--- src/rtl/scan_chain_tester_defs.svh ---
// --------------------
// sizes shared by the scan-chain test sequencer
// the shift count must hold the value `SCT_CHAIN_LEN
// test_delay, scan_load_delay and the phase counter share one width
// --------------------
`ifndef SCAN_CHAIN_TESTER_DEFS_SVH
`define SCAN_CHAIN_TESTER_DEFS_SVH

// --------------------
// scan chain
// --------------------

// number of flops in the chip scan chain
`define SCT_CHAIN_LEN 16

// shift count width, one bit more than needed for 0..15
// so the terminal value 16 is representable
`define SCT_CNT_W 5

// --------------------
// slot timing
// --------------------

// width of test_delay, scan_load_delay and the phase counter
// a slot is test_delay+1 clk cycles, so up to 64 cycles per slot
`define SCT_DELAY_W 6

`endif

--- src/rtl/scan_chain_tester_pkg.sv ---
// --------------------
// types shared by the sequencer stages
// scan_mode_t values match the chip scan_load pin polarity
// --------------------
package scan_chain_tester_pkg;

  // --------------------
  // sequencer slot states
  // --------------------
  // one state per slot type, in the order the test walks them
  typedef enum logic [2:0] {
    // waiting for start_req
    SEQ_IDLE      = 3'd0,
    // first slot, pins quiet
    SEQ_WAIT      = 3'd1,
    // chip_reset_not pulsed low for one slot
    SEQ_RESET     = 3'd2,
    // trig_out pulsed high for one slot
    SEQ_TRIG      = 3'd3,
    // scan_load_delay slots with the chain in shift mode
    SEQ_LOAD_WAIT = 3'd4,
    // one slot with the comparators loaded in parallel
    SEQ_LOAD      = 3'd5,
    // one slot per chain bit
    SEQ_SHIFT     = 3'd6,
    // start_ack high, result valid
    SEQ_DONE      = 3'd7
  } seq_state_t;

  // --------------------
  // chip scan_load pin
  // --------------------
  // low makes the chain a shift register, high loads the comparators
  typedef enum logic {
    SCAN_MODE_SHIFT = 1'b0,
    SCAN_MODE_LOAD  = 1'b1
  } scan_mode_t;

endpackage

--- src/rtl/phase_timer.sv ---
// --------------------
// slot timer, one tick per test_delay+1 cycles
// restarts from 0 on accept, so the first tick is
// test_delay+1 cycles after the accept edge
// test_delay must be at least 1 and stable during a test
// --------------------
`timescale 1ns/100ps
`include "scan_chain_tester_defs.svh"

module phase_timer (
  input  logic                      clk,
  input  logic                      test_mask_reset_not,
  input  logic                      accept,
  input  logic [`SCT_DELAY_W-1:0]   test_delay,
  output logic                      tick
);

  // phase within the current slot
  logic [`SCT_DELAY_W-1:0] phase_cnt;

  // last cycle of the slot
  assign tick = (phase_cnt == test_delay);

  always_ff @(posedge clk) begin
    if (test_mask_reset_not) begin
      phase_cnt <= '0;
    end else if (accept) begin
      // align slot boundaries to the accepted request
      phase_cnt <= '0;
    end else if (tick) begin
      phase_cnt <= '0;
    end else begin
      phase_cnt <= phase_cnt + `SCT_DELAY_W'(1);
    end
  end

  // --------------------
  // checks
  // --------------------
  // a zero delay gives one-cycle slots, which the pin lag
  // and the chip model loopback cannot follow
  a_delay_nonzero : assert property (
    @(posedge clk) disable iff (test_mask_reset_not)
    accept |-> (test_delay != '0)
  );

endmodule

--- src/rtl/test_sequencer.sv ---
// --------------------
// slot FSM for one scan-chain test
// start_req/start_ack is a four-phase handshake, one test in flight
// state moves only on tick, except idle->wait on accept
// and done->idle when start_req drops
// scan_load_delay is sampled at the end of the trigger slot
// and must stay stable through the load-wait slots
// --------------------
`timescale 1ns/100ps
`include "scan_chain_tester_defs.svh"

module test_sequencer (
  input  logic                               clk,
  input  logic                               test_mask_reset_not,
  input  logic                               start_req,
  input  logic                               tick,
  input  logic [`SCT_DELAY_W-1:0]            scan_load_delay,
  input  logic [`SCT_CNT_W-1:0]              shift_cnt,
  output logic                               accept,
  output logic                               shift_en,
  output scan_chain_tester_pkg::seq_state_t  state,
  output logic                               start_ack
);

  // load-wait slots already spent
  logic [`SCT_DELAY_W-1:0] load_wait_cnt;

  // last load-wait slot ends on this tick
  logic load_wait_last;

  // last shift slot ends on this tick
  logic shift_last;

  // --------------------
  // handshake and strobes
  // --------------------
  // request taken only in idle; start_ack is already low there
  assign accept = (state == scan_chain_tester_pkg::SEQ_IDLE) && start_req;

  // one shift per shift slot, at its last cycle
  assign shift_en = tick && (state == scan_chain_tester_pkg::SEQ_SHIFT);

  assign load_wait_last = ((load_wait_cnt + `SCT_DELAY_W'(1)) == scan_load_delay);

  // count is still one short here; it reaches `SCT_CHAIN_LEN
  // on the same edge that leaves the shift phase
  assign shift_last = (shift_cnt == `SCT_CNT_W'(`SCT_CHAIN_LEN - 1));

  // --------------------
  // slot FSM
  // --------------------
  always_ff @(posedge clk) begin
    if (test_mask_reset_not) begin
      state         <= scan_chain_tester_pkg::SEQ_IDLE;
      start_ack     <= 1'b0;
      load_wait_cnt <= '0;
    end else begin
      case (state)
        scan_chain_tester_pkg::SEQ_IDLE: begin
          if (accept) begin
            state <= scan_chain_tester_pkg::SEQ_WAIT;
          end
        end
        scan_chain_tester_pkg::SEQ_WAIT: begin
          if (tick) begin
            state <= scan_chain_tester_pkg::SEQ_RESET;
          end
        end
        scan_chain_tester_pkg::SEQ_RESET: begin
          if (tick) begin
            state <= scan_chain_tester_pkg::SEQ_TRIG;
          end
        end
        scan_chain_tester_pkg::SEQ_TRIG: begin
          if (tick) begin
            load_wait_cnt <= '0;
            // zero delay skips straight to the parallel load
            if (scan_load_delay == '0) begin
              state <= scan_chain_tester_pkg::SEQ_LOAD;
            end else begin
              state <= scan_chain_tester_pkg::SEQ_LOAD_WAIT;
            end
          end
        end
        scan_chain_tester_pkg::SEQ_LOAD_WAIT: begin
          if (tick) begin
            if (load_wait_last) begin
              state <= scan_chain_tester_pkg::SEQ_LOAD;
            end else begin
              load_wait_cnt <= load_wait_cnt + `SCT_DELAY_W'(1);
            end
          end
        end
        scan_chain_tester_pkg::SEQ_LOAD: begin
          if (tick) begin
            state <= scan_chain_tester_pkg::SEQ_SHIFT;
          end
        end
        scan_chain_tester_pkg::SEQ_SHIFT: begin
          if (tick && shift_last) begin
            state     <= scan_chain_tester_pkg::SEQ_DONE;
            // result settles on this same edge
            start_ack <= 1'b1;
          end
        end
        scan_chain_tester_pkg::SEQ_DONE: begin
          // host holds start_req as long as it needs result
          if (!start_req) begin
            state     <= scan_chain_tester_pkg::SEQ_IDLE;
            start_ack <= 1'b0;
          end
        end
        default: begin
          state     <= scan_chain_tester_pkg::SEQ_IDLE;
          start_ack <= 1'b0;
        end
      endcase
    end
  end

  // --------------------
  // checks
  // --------------------
  a_ack_in_done : assert property (
    @(posedge clk) disable iff (test_mask_reset_not)
    start_ack |-> (state == scan_chain_tester_pkg::SEQ_DONE)
  );

  a_idle_holds : assert property (
    @(posedge clk) disable iff (test_mask_reset_not)
    ((state == scan_chain_tester_pkg::SEQ_IDLE) && !accept)
      |=> (state == scan_chain_tester_pkg::SEQ_IDLE)
  );

endmodule

--- src/rtl/scan_shift_register.sv ---
// --------------------
// test pattern and capture register
// loads pattern on accept, shifts right on shift_en with
// scan_out entering the top bit
// after `SCT_CHAIN_LEN shifts the first captured bit sits in bit 0
// result is undefined until the first accept after reset
// --------------------
`timescale 1ns/100ps
`include "scan_chain_tester_defs.svh"

module scan_shift_register (
  input  logic                        clk,
  input  logic                        test_mask_reset_not,
  input  logic                        accept,
  input  logic [`SCT_CHAIN_LEN-1:0]   pattern,
  input  logic                        shift_en,
  input  logic                        scan_out,
  output logic                        bit0,
  output logic [`SCT_CNT_W-1:0]       shift_cnt,
  output logic [`SCT_CHAIN_LEN-1:0]   result
);

  // pattern going out while captured bits come in from the top
  logic [`SCT_CHAIN_LEN-1:0] shift_reg;

  // --------------------
  // data path
  // --------------------
  // pattern load on accept and right shift with capture
  always_ff @(posedge clk) begin
    if (accept) begin
      shift_reg <= pattern;
    end else if (shift_en) begin
      shift_reg <= {scan_out, shift_reg[`SCT_CHAIN_LEN-1:1]};
    end
  end

  // --------------------
  // shift count
  // --------------------
  always_ff @(posedge clk) begin
    if (test_mask_reset_not) begin
      shift_cnt <= '0;
    end else if (accept) begin
      shift_cnt <= '0;
    end else if (shift_en) begin
      shift_cnt <= shift_cnt + `SCT_CNT_W'(1);
    end
  end

  // next bit for scan_in with the LSB first
  assign bit0 = shift_reg[0];

  // whole register is valid once the count hits the chain length
  assign result = shift_reg;

endmodule

--- src/rtl/pin_driver.sv ---
// --------------------
// registered decode of the slot state onto the chip pins
// pins follow the state one cycle later
// scan_in is held 0 outside the shift slots
// --------------------
`timescale 1ns/100ps

module pin_driver (
  input  logic                               clk,
  input  logic                               test_mask_reset_not,
  input  scan_chain_tester_pkg::seq_state_t  state,
  input  logic                               bit0,
  output logic                               chip_reset_not,
  output logic                               trig_out,
  output logic                               scan_in,
  output scan_chain_tester_pkg::scan_mode_t  scan_load
);

  always_ff @(posedge clk) begin
    if (test_mask_reset_not) begin
      // chip idle: out of reset, no trigger, comparators loaded
      chip_reset_not <= 1'b1;
      trig_out       <= 1'b0;
      scan_in        <= 1'b0;
      scan_load      <= scan_chain_tester_pkg::SCAN_MODE_LOAD;
    end else begin
      // active low reset pulse for one slot
      chip_reset_not <= (state != scan_chain_tester_pkg::SEQ_RESET);

      // trigger pulse for one slot
      trig_out <= (state == scan_chain_tester_pkg::SEQ_TRIG);

      // pattern bit, only while shifting
      if (state == scan_chain_tester_pkg::SEQ_SHIFT) begin
        scan_in <= bit0;
      end else begin
        scan_in <= 1'b0;
      end

      // chain is a shift register during load-wait and shift,
      // parallel load everywhere else including the load slot
      if ((state == scan_chain_tester_pkg::SEQ_LOAD_WAIT) ||
          (state == scan_chain_tester_pkg::SEQ_SHIFT)) begin
        scan_load <= scan_chain_tester_pkg::SCAN_MODE_SHIFT;
      end else begin
        scan_load <= scan_chain_tester_pkg::SCAN_MODE_LOAD;
      end
    end
  end

endmodule

--- src/rtl/scan_chain_tester_top.sv ---
// --------------------
// scan-chain test sequencer top
// pipeline: phase timer, sequencer, scan register, pin driver
// test_delay >= 1 and stable while a test runs
// pattern held with start_req until start_ack
// result valid while start_ack is high
// --------------------
`timescale 1ns/100ps
`include "scan_chain_tester_defs.svh"

module scan_chain_tester_top (
  input  logic                               clk,
  input  logic                               test_mask_reset_not,
  input  logic                               start_req,
  input  logic [`SCT_CHAIN_LEN-1:0]          pattern,
  input  logic [`SCT_DELAY_W-1:0]            test_delay,
  input  logic [`SCT_DELAY_W-1:0]            scan_load_delay,
  input  logic                               scan_out,
  output logic                               start_ack,
  output logic [`SCT_CHAIN_LEN-1:0]          result,
  output logic                               chip_reset_not,
  output logic                               trig_out,
  output logic                               scan_in,
  output scan_chain_tester_pkg::scan_mode_t  scan_load
);

  // --------------------
  // stage links
  // --------------------
  logic                               accept;
  logic                               tick;
  logic                               shift_en;
  logic                               bit0;
  logic [`SCT_CNT_W-1:0]              shift_cnt;
  scan_chain_tester_pkg::seq_state_t  state;

  // slot boundaries
  phase_timer u_phase_timer (
    .clk                 (clk),
    .test_mask_reset_not (test_mask_reset_not),
    .accept              (accept),
    .test_delay          (test_delay),
    .tick                (tick)
  );

  // slot FSM and handshake
  test_sequencer u_test_sequencer (
    .clk                 (clk),
    .test_mask_reset_not (test_mask_reset_not),
    .start_req           (start_req),
    .tick                (tick),
    .scan_load_delay     (scan_load_delay),
    .shift_cnt           (shift_cnt),
    .accept              (accept),
    .shift_en            (shift_en),
    .state               (state),
    .start_ack           (start_ack)
  );

  // pattern out, capture in
  scan_shift_register u_scan_shift_register (
    .clk                 (clk),
    .test_mask_reset_not (test_mask_reset_not),
    .accept              (accept),
    .pattern             (pattern),
    .shift_en            (shift_en),
    .scan_out            (scan_out),
    .bit0                (bit0),
    .shift_cnt           (shift_cnt),
    .result              (result)
  );

  // chip pins
  pin_driver u_pin_driver (
    .clk                 (clk),
    .test_mask_reset_not (test_mask_reset_not),
    .state               (state),
    .bit0                (bit0),
    .chip_reset_not      (chip_reset_not),
    .trig_out            (trig_out),
    .scan_in             (scan_in),
    .scan_load           (scan_load)
  );

endmodule

--- config.mk ---
export PLATFORM = sky130hd
export DESIGN_NAME = scan_chain_tester_top
export DESIGN_NICKNAME = d
export VERILOG_FILES = /design/src/rtl/scan_chain_tester_pkg.sv /design/src/rtl/phase_timer.sv /design/src/rtl/test_sequencer.sv /design/src/rtl/scan_shift_register.sv /design/src/rtl/pin_driver.sv /design/src/rtl/scan_chain_tester_top.sv
export VERILOG_INCLUDE_DIRS = /design/src /design/src/rtl
export SDC_FILE = /design/constraint.sdc
export NUM_CORES = 1
export LEC_CHECK = 0
export BUFFER_PORTS_ARGS = -buffer_cell sky130_fd_sc_hd__buf_2
export CELL_PAD_IN_SITES_DETAIL_PLACEMENT = 0
export CELL_PAD_IN_SITES_GLOBAL_PLACEMENT = 2
export CORE_MARGIN = 5
export CORE_UTILIZATION = 32
export DETAILED_ROUTE_END_ITERATION = 7
export PLACE_DENSITY = 0.86
export SYNTH_ARGS = -nofsm -noshare
export SYNTH_HDL_FRONTEND = slang
export SYNTH_SLANG_ARGS = --single-unit
--- constraint.sdc ---
create_clock -name clk -period 2.59 [get_ports clk]
set_input_delay 0.259 -clock clk [delete_from_list [all_inputs] [get_ports clk]]
set_output_delay 0.259 -clock clk [all_outputs]
set_load 0.02 [all_outputs]
After elaboration in Yosys (flattened, before gate mapping) --
Cells that the tools add are included. W data, S select, Z words.
Word-level totals: register bits 41, bits of input ports 32, output and inout bits 21, word-level logic and storage cells 71
Operators by class: $add $sub $neg 3, eq/ne operators 21, mux-type cells 21, bitwise operators 1, reductions and logical operators 15
Operators with widths (number):
- $mux W16 | 2
- $mux W3 | 9
- $pmux W3 S8 | 1
- $mux W6 | 3
- $ne A2 B2 Y1 const B | 7
- $add A6 B1 Y6 const B | 2
- $eq A3 B3 Y1 const B | 4
- $eq A6 B6 Y1 | 2
- $pmux W6 S2 | 1
- $reduce_and A9 Y1 | 1
- $eq A3 B2 Y1 const B | 2
- $logic_not A6 Y1 | 1
- $ne A2 B1 Y1 const B | 3
- $reduce_bool A2 Y1 | 3
- $add A5 B1 Y5 const B | 1
- $eq A5 B4 Y1 const B | 1
- $mux W1 | 4
- $reduce_and A4 Y1 | 1
- $reduce_or A2 Y1 | 2
- $eq A3 B1 Y1 const B | 1
- $logic_and A1 B1 Y1 | 3
- $logic_not A3 Y1 | 1
- $ne A3 B2 Y1 const B | 1
- $reduce_and A3 Y1 | 1
- 4 further kinds | 4

Longest topological paths before layout --
Gate-level depths: netlist (run 1).
depth in word-level cells 5, depth in mapped cells 7, gate-level depth less buffers 7

Cells and area by module --
A second synthesis (run 1) with hierarchy kept.
Unflattened totals: cells, all modules 210, area total of the unflattened synthesis 2284.7 um2
By module, submodules not included:
- scan_shift_register | instances 1, cells each 59, area an instance 934.6 um2, sequential area each 580.6 um2
- test_sequencer | instances 1, cells each 106, area an instance 874.6 um2, sequential area each 200.2 um2
- phase_timer | instances 1, cells each 36, area an instance 356.6 um2, sequential area each 120.1 um2
- pin_driver | instances 1, cells each 9, area an instance 118.9 um2, sequential area each 80.1 um2

Worst setup path after synthesis (run 1) --
No wires, ideal clock.
kind register to register, from reg u_test_sequencer.load_wait_cnt[0], to reg u_test_sequencer.load_wait_cnt[0], library setup time 0.070 ns, data arrival time 1.860 ns, data required time 2.520 ns, setup slack 0.660 ns, stages on the path, launching flop included 8, path buffers 0, clock period less this slack 1.930 ns, cell sequence dfxtp_1 ha_1 nand3_2 xor2_1 o211ai_2 nor2_2 or4b_1 a21oi_1
Between the ends: word-level cells in the longest chain between the ends 4, elaborated cells between the ends (all ways) 7, those cells by class add/sub: 1; eq/ne: 2; mux: 3; reduce/logical: 1
Ends and longest elaborated chain:
- start: declaration | line test_sequencer.sv:26 | logic [`SCT_DELAY_W-1:0] load_wait_cnt;
- start signal: assignment | line test_sequencer.sv:90 | load_wait_cnt <= load_wait_cnt + `SCT_DELAY_W'(1);
- $add A6 B1 Y6 (*) | line test_sequencer.sv:43, test_sequencer.sv:90
- $eq A6 B6 Y1 / $mux W6 (equally long branches) | line test_sequencer.sv:43, test_sequencer.sv:87
- $ne A2 B2 Y1 (no line) / $mux W6 (equally long branches)
- $reduce_and A4 Y1 (no line) / $pmux W6 S2 (equally long branches)
Mark *: on every way between the ends. The rest lies on a longest branch, timed or not. The select of a mux whose other input is x is not followed. A chain may end at the register's enable or synchronous reset.

Worst setup path after layout (run 1) --
Ends and elaborated chain as after synthesis.

==> impl_metrics.toml, run 1 <==
[outcome]
status = "completed"

[global_route]
grt_max_degree = 21
grt_pass1_vias = 1617
grt.total_usage = 0.113
antenna_found_initial = 0
overflow = 0
grt_pass1_wl_um = 7610

[worst_setup_path]
crit_chain = "ha_1 > nand3_2 > xor2_1 > o211ai_2 > nor2_2 > or4b_1 > a21oi_1"
endpoint_kind = "flop"
r2r_cells = 7
crit_arrival_ps = 2350
worst_path_max_delay_cell = "or4b_1"
critPathLaunchType = "flop"
path_class = "reg -> reg"
cpPeakStageDelay_ps = 500
timing.rr.end = "u_test_sequencer.load_wait_cnt[0]"
timing.rr.start = "u_test_sequencer.load_wait_cnt[0]"
critical_path.max_fanout = 8
required_ps = 2810
path_delay_family = "simple AND/OR/NAND/NOR gates"
crit_buf_inv = 0
reg2reg_setup_slack_ps = 460

[die]
die_area_um2 = 8190
coreArea_um2 = 6310
die_y_um = 90.5
start_util = 0.329
row_count = 29
io-pin-count = 53
die_width_um = 90.5

[cts]
ctsHoldBuffers = 0
cts_setup_buffers = 0
numCtsBuffers = 5
cts_resized = 0
cts_root_buf = "clkbuf_8"
clk_pin_slew_ps = 80
clk_latency_ps = 290
cts_sinks = 41
cts_tree = "done"
htreeDepth = 2
clock_path_buffers = 2

[layout]
stdcell_count = 328
synthToLayoutAreaGrowth_pct = 20.9
nets = 286
final_area_um2 = 2510
n_antenna_cell = 0
drive_above_1_share = 0.359

[timing]
relSlewSlack = 0.689
worst_pin_slew_ps = 466
tns_ps = 0
hold_viol = 0
rsz0062_at_grt = "false"
slew_viol_final = 0
timing.final.crit_period_ps = 2130
skew_ps = 7.45
holdWs_ps = 262
fin_crit_sh = 0.822
setup_violations = 0
fmax_mhz = 470

[synthesis]
yosysWarningCount = 0
syn_inst = 200
yosys.cell_count.top_type = "dfxtp_1"
synth_ff_type = "dfxtp_1"
synth.top_cell.area_share = 0.241
seq_area_frac_synth = 0.473
synth_edf_count = 16
synthTopCellsByArea = "dfxtp_1 (24%), edfxtp_1 (23%), mux2_2 (8.7%)"
ys_seq_elements = 41
syn_area_per_cell_um2 = 10.4
synthDistinctLibCells = 45
syn_nets = 236
synth_top_cell_by_area = "dfxtp_1"
async_flop_share = 0
synth_common_cells = "dfxtp_1 (25), nand2_1 (18), edfxtp_1 (16), mux2_2 (16), nor2_1 (16)"
netlist_area_um2 = 2070

[hold_path]
min-delay-start = "pattern[7]"
hold_end = "u_scan_shift_register.result[7]"
hold_depth = 2
min_path_type = "in -> reg"

[placement]
gp_congestion = 0.817
dp_hpwl_um = 3410
portBuffers = 52
dp_cells = 320
place_area_um2 = 2400

[route]
drtIter0Drc = 45
routedWlPerCell_um = 13.7
drc_errors = 0
routed_wl_um = 4510
drtAntennaViolNets = 0
dr.pass1.iters = 4
vias = 1621
vias_per_cell = 4.94

[power_and_ir_drop]
max-vdd-ir-drop_mv = 0.213
combPwrFrac = 0.126
swShare = 0.243
power.internal_uw = 1080
p_per_area_nw_per_um2 = 568
p_seq_frac = 0.510
p_sw_uw = 346
leakagePower_uw = 0.000945
clock_power_share = 0.364

[run]
cap_viol_max_count = 0
worst max-delay path by stage:
stage / from / end / slack, ps / cells after the start
after CTS: u_test_sequencer.load_wait_cnt[0] / u_test_sequencer.load_wait_cnt[0] / 470 / 7
after global routing: u_test_sequencer.load_wait_cnt[0] / u_test_sequencer.load_wait_cnt[4] / 230 / 7
after global placement: u_test_sequencer.load_wait_cnt[0] / u_test_sequencer.load_wait_cnt[0] / 510 / 7
final: u_test_sequencer.load_wait_cnt[0] / u_test_sequencer.load_wait_cnt[0] / 460 / 7
after floorplan: u_test_sequencer.load_wait_cnt[0] / u_test_sequencer.load_wait_cnt[0] / 660 / 7
after detailed placement: u_test_sequencer.load_wait_cnt[0] / u_test_sequencer.load_wait_cnt[0] / 470 / 7
layout by cell type, fill, tap and decap left out, drive strengths merged, types with 3 or more instances in the layout:
cell / instances
nand4: 4
ha: 4
nor2: 17
clkbuf: 6
nor3b: 3
edfxtp: 16
and3: 5
mux2: 16
a21oi: 8
dfxtp: 25
xnor2: 14
buf: 54
xor2: 8
or2: 3
o21ai: 9
nand2: 18
nand3: 7
inv: 4
a211oi: 4
per-layer routing:
| metal | share of wire | track usage | up-vias |
|---|---|---|---|
| met5 | 0 | 0 | - |
| met4 | 0.0060 | 0.0447 | 0 |
| met3 | 0.046 | 0.0367 | 2 |
| met2 | 0.50 | 0.185 | 30 |
| met1 | 0.45 | 0.136 | 767 |
| li1 | - | - | 822 |
power by group through the flow:
| stage | sequential, uW | combinational (uW) | clock (uW) |
|---|---|---|---|
| 2_1_floorplan | 764 | 94.7 | 0 |
| 3_3_place_gp | 741 | 182 | 0 |
| 3_5_place_dp | 743 | 183 | 0 |
| 4_1_cts | 728 | 184 | 534 |
| 5_1_grt | 732 | 196 | 566 |
| 6_report | 727 | 180 | 519 |
cell type report:
cell class | instances | area [um^2]
clock buffers | 6 | 72.6
repair buffers | 54 | 275
multi-input cells | 144 | 1030
well taps | 77 | 96.3
fillers | 660 | 3800
flip-flops and latches | 41 | 981
clock inverters | 2 | 38.8
inverters | 4 | 15.0
per-stage QoR:
step | total power [uW] | worst slack (ps) | utilization
final | 1430 | 462 | 0.397
after global routing | 1490 | 235 | 0.397
after CTS | 1450 | 466 | 0.397
after detailed placement | 926 | 471 | 0.380
after global placement | 923 | 511 | 0.380
after floorplan | 859 | 660 | -
state kept, by name, indices dropped and copies added (netlist names), 3 cells and up:
| signal | cells |
|---|---|
| u_phase_timer.phase_cnt | 6 |
| u_test_sequencer.state | 3 |
| u_test_sequencer.load_wait_cnt | 6 |
| u_scan_shift_register.result | 16 |
| u_scan_shift_register.shift_cnt | 5 |
kinds of logic after synthesis:
family	after synthesis	synth area share
AND/OR/NAND/NOR	71	0.189
flip-flops	41	0.473
AO/OA/AOI/OAI	30	0.0959
XOR/XNOR	22	0.0929
multiplexers	17	0.0917
buffers and inverters	15	0.0338
adder cells (fa/ha/maj)	4	0.0241
(Power assumes the default switching activity.)
==> run 2: changes to the inputs <==
--- a/config.mk
+++ b/config.mk
@@ -10,9 +10,9 @@
 export CELL_PAD_IN_SITES_DETAIL_PLACEMENT = 0
 export CELL_PAD_IN_SITES_GLOBAL_PLACEMENT = 2
 export CORE_MARGIN = 5
-export CORE_UTILIZATION = 32
+export CORE_UTILIZATION = 29
 export DETAILED_ROUTE_END_ITERATION = 7
-export PLACE_DENSITY = 0.86
+export PLACE_DENSITY = 0.82
 export SYNTH_ARGS = -nofsm -noshare
 export SYNTH_HDL_FRONTEND = slang
 export SYNTH_SLANG_ARGS = --single-unit
==> constraint.sdc (replaced) <==
create_clock -name clk -period 1.8 [get_ports clk]
set_input_delay 0.18 -clock clk [delete_from_list [all_inputs] [get_ports clk]]
set_output_delay 0.18 -clock clk [all_outputs]
set_load 0.02 [all_outputs]
==> impl_metrics.toml, run 2 (synthesis gave the netlist of run 1 again) <==
[placement]
dp_hpwl_um = 3760
portBuffers = 52
preCtsSetupSlack_ps = 21.3
gp_congestion = 0.782

[route]
vias_per_cell = 4.55
drtAntennaViolNets = 0
drc_errors = 0
dr.pass1.iters = 4
routed_wl_um = 4880
vias = 1692
drtIter0Drc = 52
routedWlPerCell_um = 13.1

[global_route]
grt.total_usage = 0.120
grt_max_degree = 17
overflow = 0
antenna_found_initial = 0
grt_pass1_wl_um = 8310
grt_pass1_vias = 1761

[timing]
skew_ps = 6.71
slew_viol_final = 0
timing.final.crit_period_ps = 1860
relSlewSlack = 0.730
fin_ws_ps = -60.2
hold_viol = 0
worst_pin_slew_ps = 404
setup_violations = 4
fin_crit_sh = 1.03
rsz0062_at_grt = "true"
fmax_mhz = 538

[worst_setup_path]
crit_buf_inv = 0
path_delay_family = "simple AND/OR/NAND/NOR gates"
cpPeakStageDelay_ps = 530
critPathLaunchType = "flop"
critical_path.max_fanout = 6
worst_path_max_delay_cell = "or4b_1"
crit_arrival_ps = 2090
reg2reg_setup_slack_ps = -60
path_class = "reg -> reg"
timing.rr.end = "u_test_sequencer.load_wait_cnt[2]"
r2r_cells = 7
endpoint_kind = "flop"
timing.rr.start = "u_test_sequencer.load_wait_cnt[0]"
required_ps = 2030
crit_chain = "ha_4 > nand3_2 > xor2_1 > o211ai_2 > nor2_4 > or4b_1 > a21oi_2"

[power_and_ir_drop]
leakagePower_uw = 0.00107
p_per_area_nw_per_um2 = 693
clock_power_share = 0.301
combPwrFrac = 0.155
power.internal_uw = 1430
p_sw_uw = 479
swShare = 0.251
p_seq_frac = 0.544
max-vdd-ir-drop_mv = 0.289

[outcome]
violations = "setup timing"
status = "complete, but fails checks"

[layout]
synthToLayoutAreaGrowth_pct = 32.6
utilization = 0.400
n_antenna_cell = 0
layout_common_cells = "buf_2 (52), buf_4 (25), dfxtp_1 (23)"
drive_above_1_share = 0.438
nets = 311
fillers = 729
largest_reg_flops = 16
final_common_cell = "buf_2"

[die]
die_area_um2 = 8940
die_y_um = 94.6
io-pin-count = 53
row_count = 30
coreArea_um2 = 6870
start_util = 0.302
die_width_um = 94.6

[hold_path]
hold_end = "u_scan_shift_register.result[7]"
min_path_type = "in -> reg"
hold_depth = 2
min-delay-start = "pattern[7]"

[run]
cap_viol_max_count = 0

[cts]
clock_path_buffers = 2
cts_sinks = 41
clk_pin_slew_ps = 80
numCtsBuffers = 5
cts_root_buf = "clkbuf_8"
htreeDepth = 2
cts_tree = "done"
clk_latency_ps = 290
[run 2: changes by cell type in the layout (fill, tap and decap cells not counted), sizes merged]
cell    delta
buf       +24
bufinv     -1
clkbuf     +1
or2        +1
[run 2: power by group through the flow]
stage | Combinational [uW] | Clock [uW] | Sequential (uW)
after floorplan | 141 | 0 | 1100
after global placement | 291 | 0 | 1060
after detailed placement | 292 | 0 | 1060
after CTS | 293 | 596 | 1040
after global routing | 323 | 643 | 1040
final | 295 | 573 | 1040
[run 2: final cells by class]
type | count | area (um^2) | share of cell area
tap | 96 | 120 | 0.0437
inverter | 4 | 15.0 | 0.00546
timing repair buffer | 78 | 468 | 0.170
clock inverter | 1 | 3.75 | 0.00136
multi-input combinational | 145 | 1080 | 0.393
clock buffer | 7 | 76.3 | 0.0278
sequential | 41 | 986 | 0.359
[run 2: per-stage QoR]
stage,instances,hold slack (ps),TNS (ps),instance area [um^2],total power (uW)
after floorplan,200,305,0,2100,1240
after global placement,360,480,0,2620,1350
after detailed placement,360,488,0,2620,1350
after CTS,368,179,0,2700,1930
after global routing,372,175,-715,2750,2010
final,372,186,-102,2750,1910
[run 2: metal layers]
metal  global-route usage  up-vias  wire length, um  share of wire
met3               0.0375        2              152          0.031
met2                0.200       21             2440           0.50
met1                0.146      799             2240           0.46
li1                     -      870                -              -
met4               0.0397        0               47         0.0096
met5                    0        -                0              0
[run 2: timing repair]
item                       4_1_cts  5_1_grt
gates cloned                     0        1
setup endpoints to repair        2       23
pin swaps                        0        8
buffers inserted                 0        3
hold buffers                     0        0
gates resized for setup          1        8
[run 2: worst max-delay path by stage]
stage | cells after the start | slack [ps] | endpoint | startpoint
detailed placement | 6 | 20 | u_test_sequencer.load_wait_cnt[0] | u_test_sequencer.load_wait_cnt[3]
floorplan | 6 | 20 | u_scan_shift_register.result[0] | u_phase_timer.phase_cnt[2]
global placement | 7 | 30 | u_test_sequencer.state[0] | u_scan_shift_register.shift_cnt[0]
CTS | 7 | 6 | u_test_sequencer.load_wait_cnt[0] | u_test_sequencer.load_wait_cnt[0]
finish | 7 | -60 | u_test_sequencer.load_wait_cnt[2] | u_test_sequencer.load_wait_cnt[0]
global route | 7 | -130 | u_test_sequencer.load_wait_cnt[2] | u_test_sequencer.load_wait_cnt[0]
==> run 3: changes to the inputs <==
--- a/config.mk
+++ b/config.mk
@@ -12,7 +12,7 @@
 export CORE_MARGIN = 5
 export CORE_UTILIZATION = 29
 export DETAILED_ROUTE_END_ITERATION = 7
-export PLACE_DENSITY = 0.82
+export PLACE_DENSITY_LB_ADDON = 0.25
 export SYNTH_ARGS = -nofsm -noshare
 export SYNTH_HDL_FRONTEND = slang
 export SYNTH_SLANG_ARGS = --single-unit
==> impl_metrics.toml, run 3 (synthesis gave the netlist of run 1 again) <==
[outcome]
status = "complete, but fails checks"
violations = "setup timing"

[route]
drtIter0Drc = 73
vias_per_cell = 4.54
routedWlPerCell_um = 12.9
drtAntennaViolNets = 0
dr.pass1.iters = 4
drc_errors = 0
routed_wl_um = 4900
vias = 1729

[timing]
slew_viol_final = 0
tns_ps = -11.4
timing.final.crit_period_ps = 1810
skew_ps = 9.29
setup_violations = 1
relSlewSlack = 0.749
worst_pin_slew_ps = 374
rsz0062_at_grt = "true"
fin_ws_ps = -11.4
fin_crit_sh = 1.01
fmax_mhz = 552
hold_viol = 0

[placement]
dp_hpwl_um = 3680
dp_cells = 367
gp_congestion = 0.728
portBuffers = 52

[worst_setup_path]
cp-endpoint = "u_test_sequencer.load_wait_cnt[1]"
critPathLaunchType = "flop"
timing.rr.start = "u_test_sequencer.load_wait_cnt[1]"
worstSetupStartpoint = "u_test_sequencer.load_wait_cnt[1]"
reg2reg_setup_slack_ps = -10
timing.rr.end = "u_test_sequencer.load_wait_cnt[1]"
r2r_cells = 8
endpoint_kind = "flop"
crit_arrival_ps = 1990
required_ps = 1970
path_class = "reg -> reg"
critical_path.max_fanout = 3

[layout]
final_common_cell = "buf_2"
synthToLayoutAreaGrowth_pct = 36.5
largest_reg_flops = 16
n_antenna_cell = 0
nets = 320
layout_common_cells = "buf_2 (52), buf_4 (34), dfxtp_1 (22)"
drive_above_1_share = 0.484
stdcell_count = 381

[global_route]
grt.total_usage = 0.114
antenna_found_initial = 0
grt_pass1_wl_um = 8100
grt_pass1_vias = 1757
overflow = 0
grt_max_degree = 17

[cts]
numCtsBuffers = 5
clock_path_buffers = 2
clk_pin_slew_ps = 90
cts_sinks = 41
ctsHoldBuffers = 0
htreeDepth = 2
clk_latency_ps = 290
cts_root_buf = "clkbuf_8"
cts_tree = "done"

[hold_path]
min_path_type = "in -> reg"
min-delay-start = "pattern[2]"

[die]
start_util = 0.302
die_width_um = 94.6
coreArea_um2 = 6870
io-pin-count = 53
row_count = 30
die_y_um = 94.6
die_area_um2 = 8940

[power_and_ir_drop]
leakagePower_uw = 0.00112
max-vdd-ir-drop_mv = 0.291
p_per_area_nw_per_um2 = 683

[run]
cap_viol_max_count = 0
==> run 3: metrics by stage <==
stage	hold WS, ps	setup WS, ps	util	total power, uW	instance area [um^2]
global route	180	-138	0.412	2030	2830
finish	184	-11.4	0.412	1940	2830
detailed placement	485	-20.5	0.387	1350	2660
CTS	178	-25.1	0.402	1950	2760
floorplan	305	15.9	-	1240	2100
global placement	482	3.07	0.387	1350	2660
==> run 3: report_power, final <==
group	internal [uW]	switching [uW]
Sequential	1020	22.4
Clock	268	331
Combinational	143	153
==> run 3: how the worst min path moves through the flow <==
stage / slack, ps / depth (start not counted) / endpoint
final: 180 / 2 / u_scan_shift_register.result[2]
after global routing: 180 / 2 / u_scan_shift_register.result[9]
after CTS: 180 / 2 / u_scan_shift_register.result[0]
after detailed placement: 490 / 2 / u_scan_shift_register.shift_cnt[4]
after global placement: 480 / 2 / u_scan_shift_register.shift_cnt[4]
after floorplan: 310 / 2 / u_pin_driver.scan_load
==> run 3: routing by layer <==
layer  wire length, um  vias to the layer above  share of wire  GRT usage
li1                  -                      891              -          -
met1              2260                      813           0.46      0.145
met2              2400                       20           0.49      0.194
met3               182                        5          0.037     0.0271
met4                50                        0          0.010     0.0325
met5                 0                        -              0          0
==> run 3: area by class of cell <==
| type | instances | area, um^2 |
|---|---|---|
| Clock buffer | 5 | 68.8 |
| Clock inverter | 3 | 17.5 |
| Fill cell | 699 | 4040 |
| Inverter | 4 | 15.0 |
| Multi-Input combinational cell | 145 | 1100 |
| Sequential cell | 41 | 985 |
| Tap cell | 96 | 120 |
| Timing Repair Buffer | 87 | 527 |
==> run 3: critical path: stages, from the launching register on <==
cell,delay (ps)
dfxtp_2,340
ha_4,250
xor2_2,140
a311oi_2,210
nand4_2,190
buf_4,170
buf_4,120
o2111ai_1,200
a21oi_1,80
==> run 3: timing repair <==
action                                  CTS  global route
endpoints found under the setup margin    6            24
endpoints found under the hold margin     0             0
resized for setup                         2            15
buffers inserted                          1             4
pin swaps                                 3             9
gates cloned                              0             1
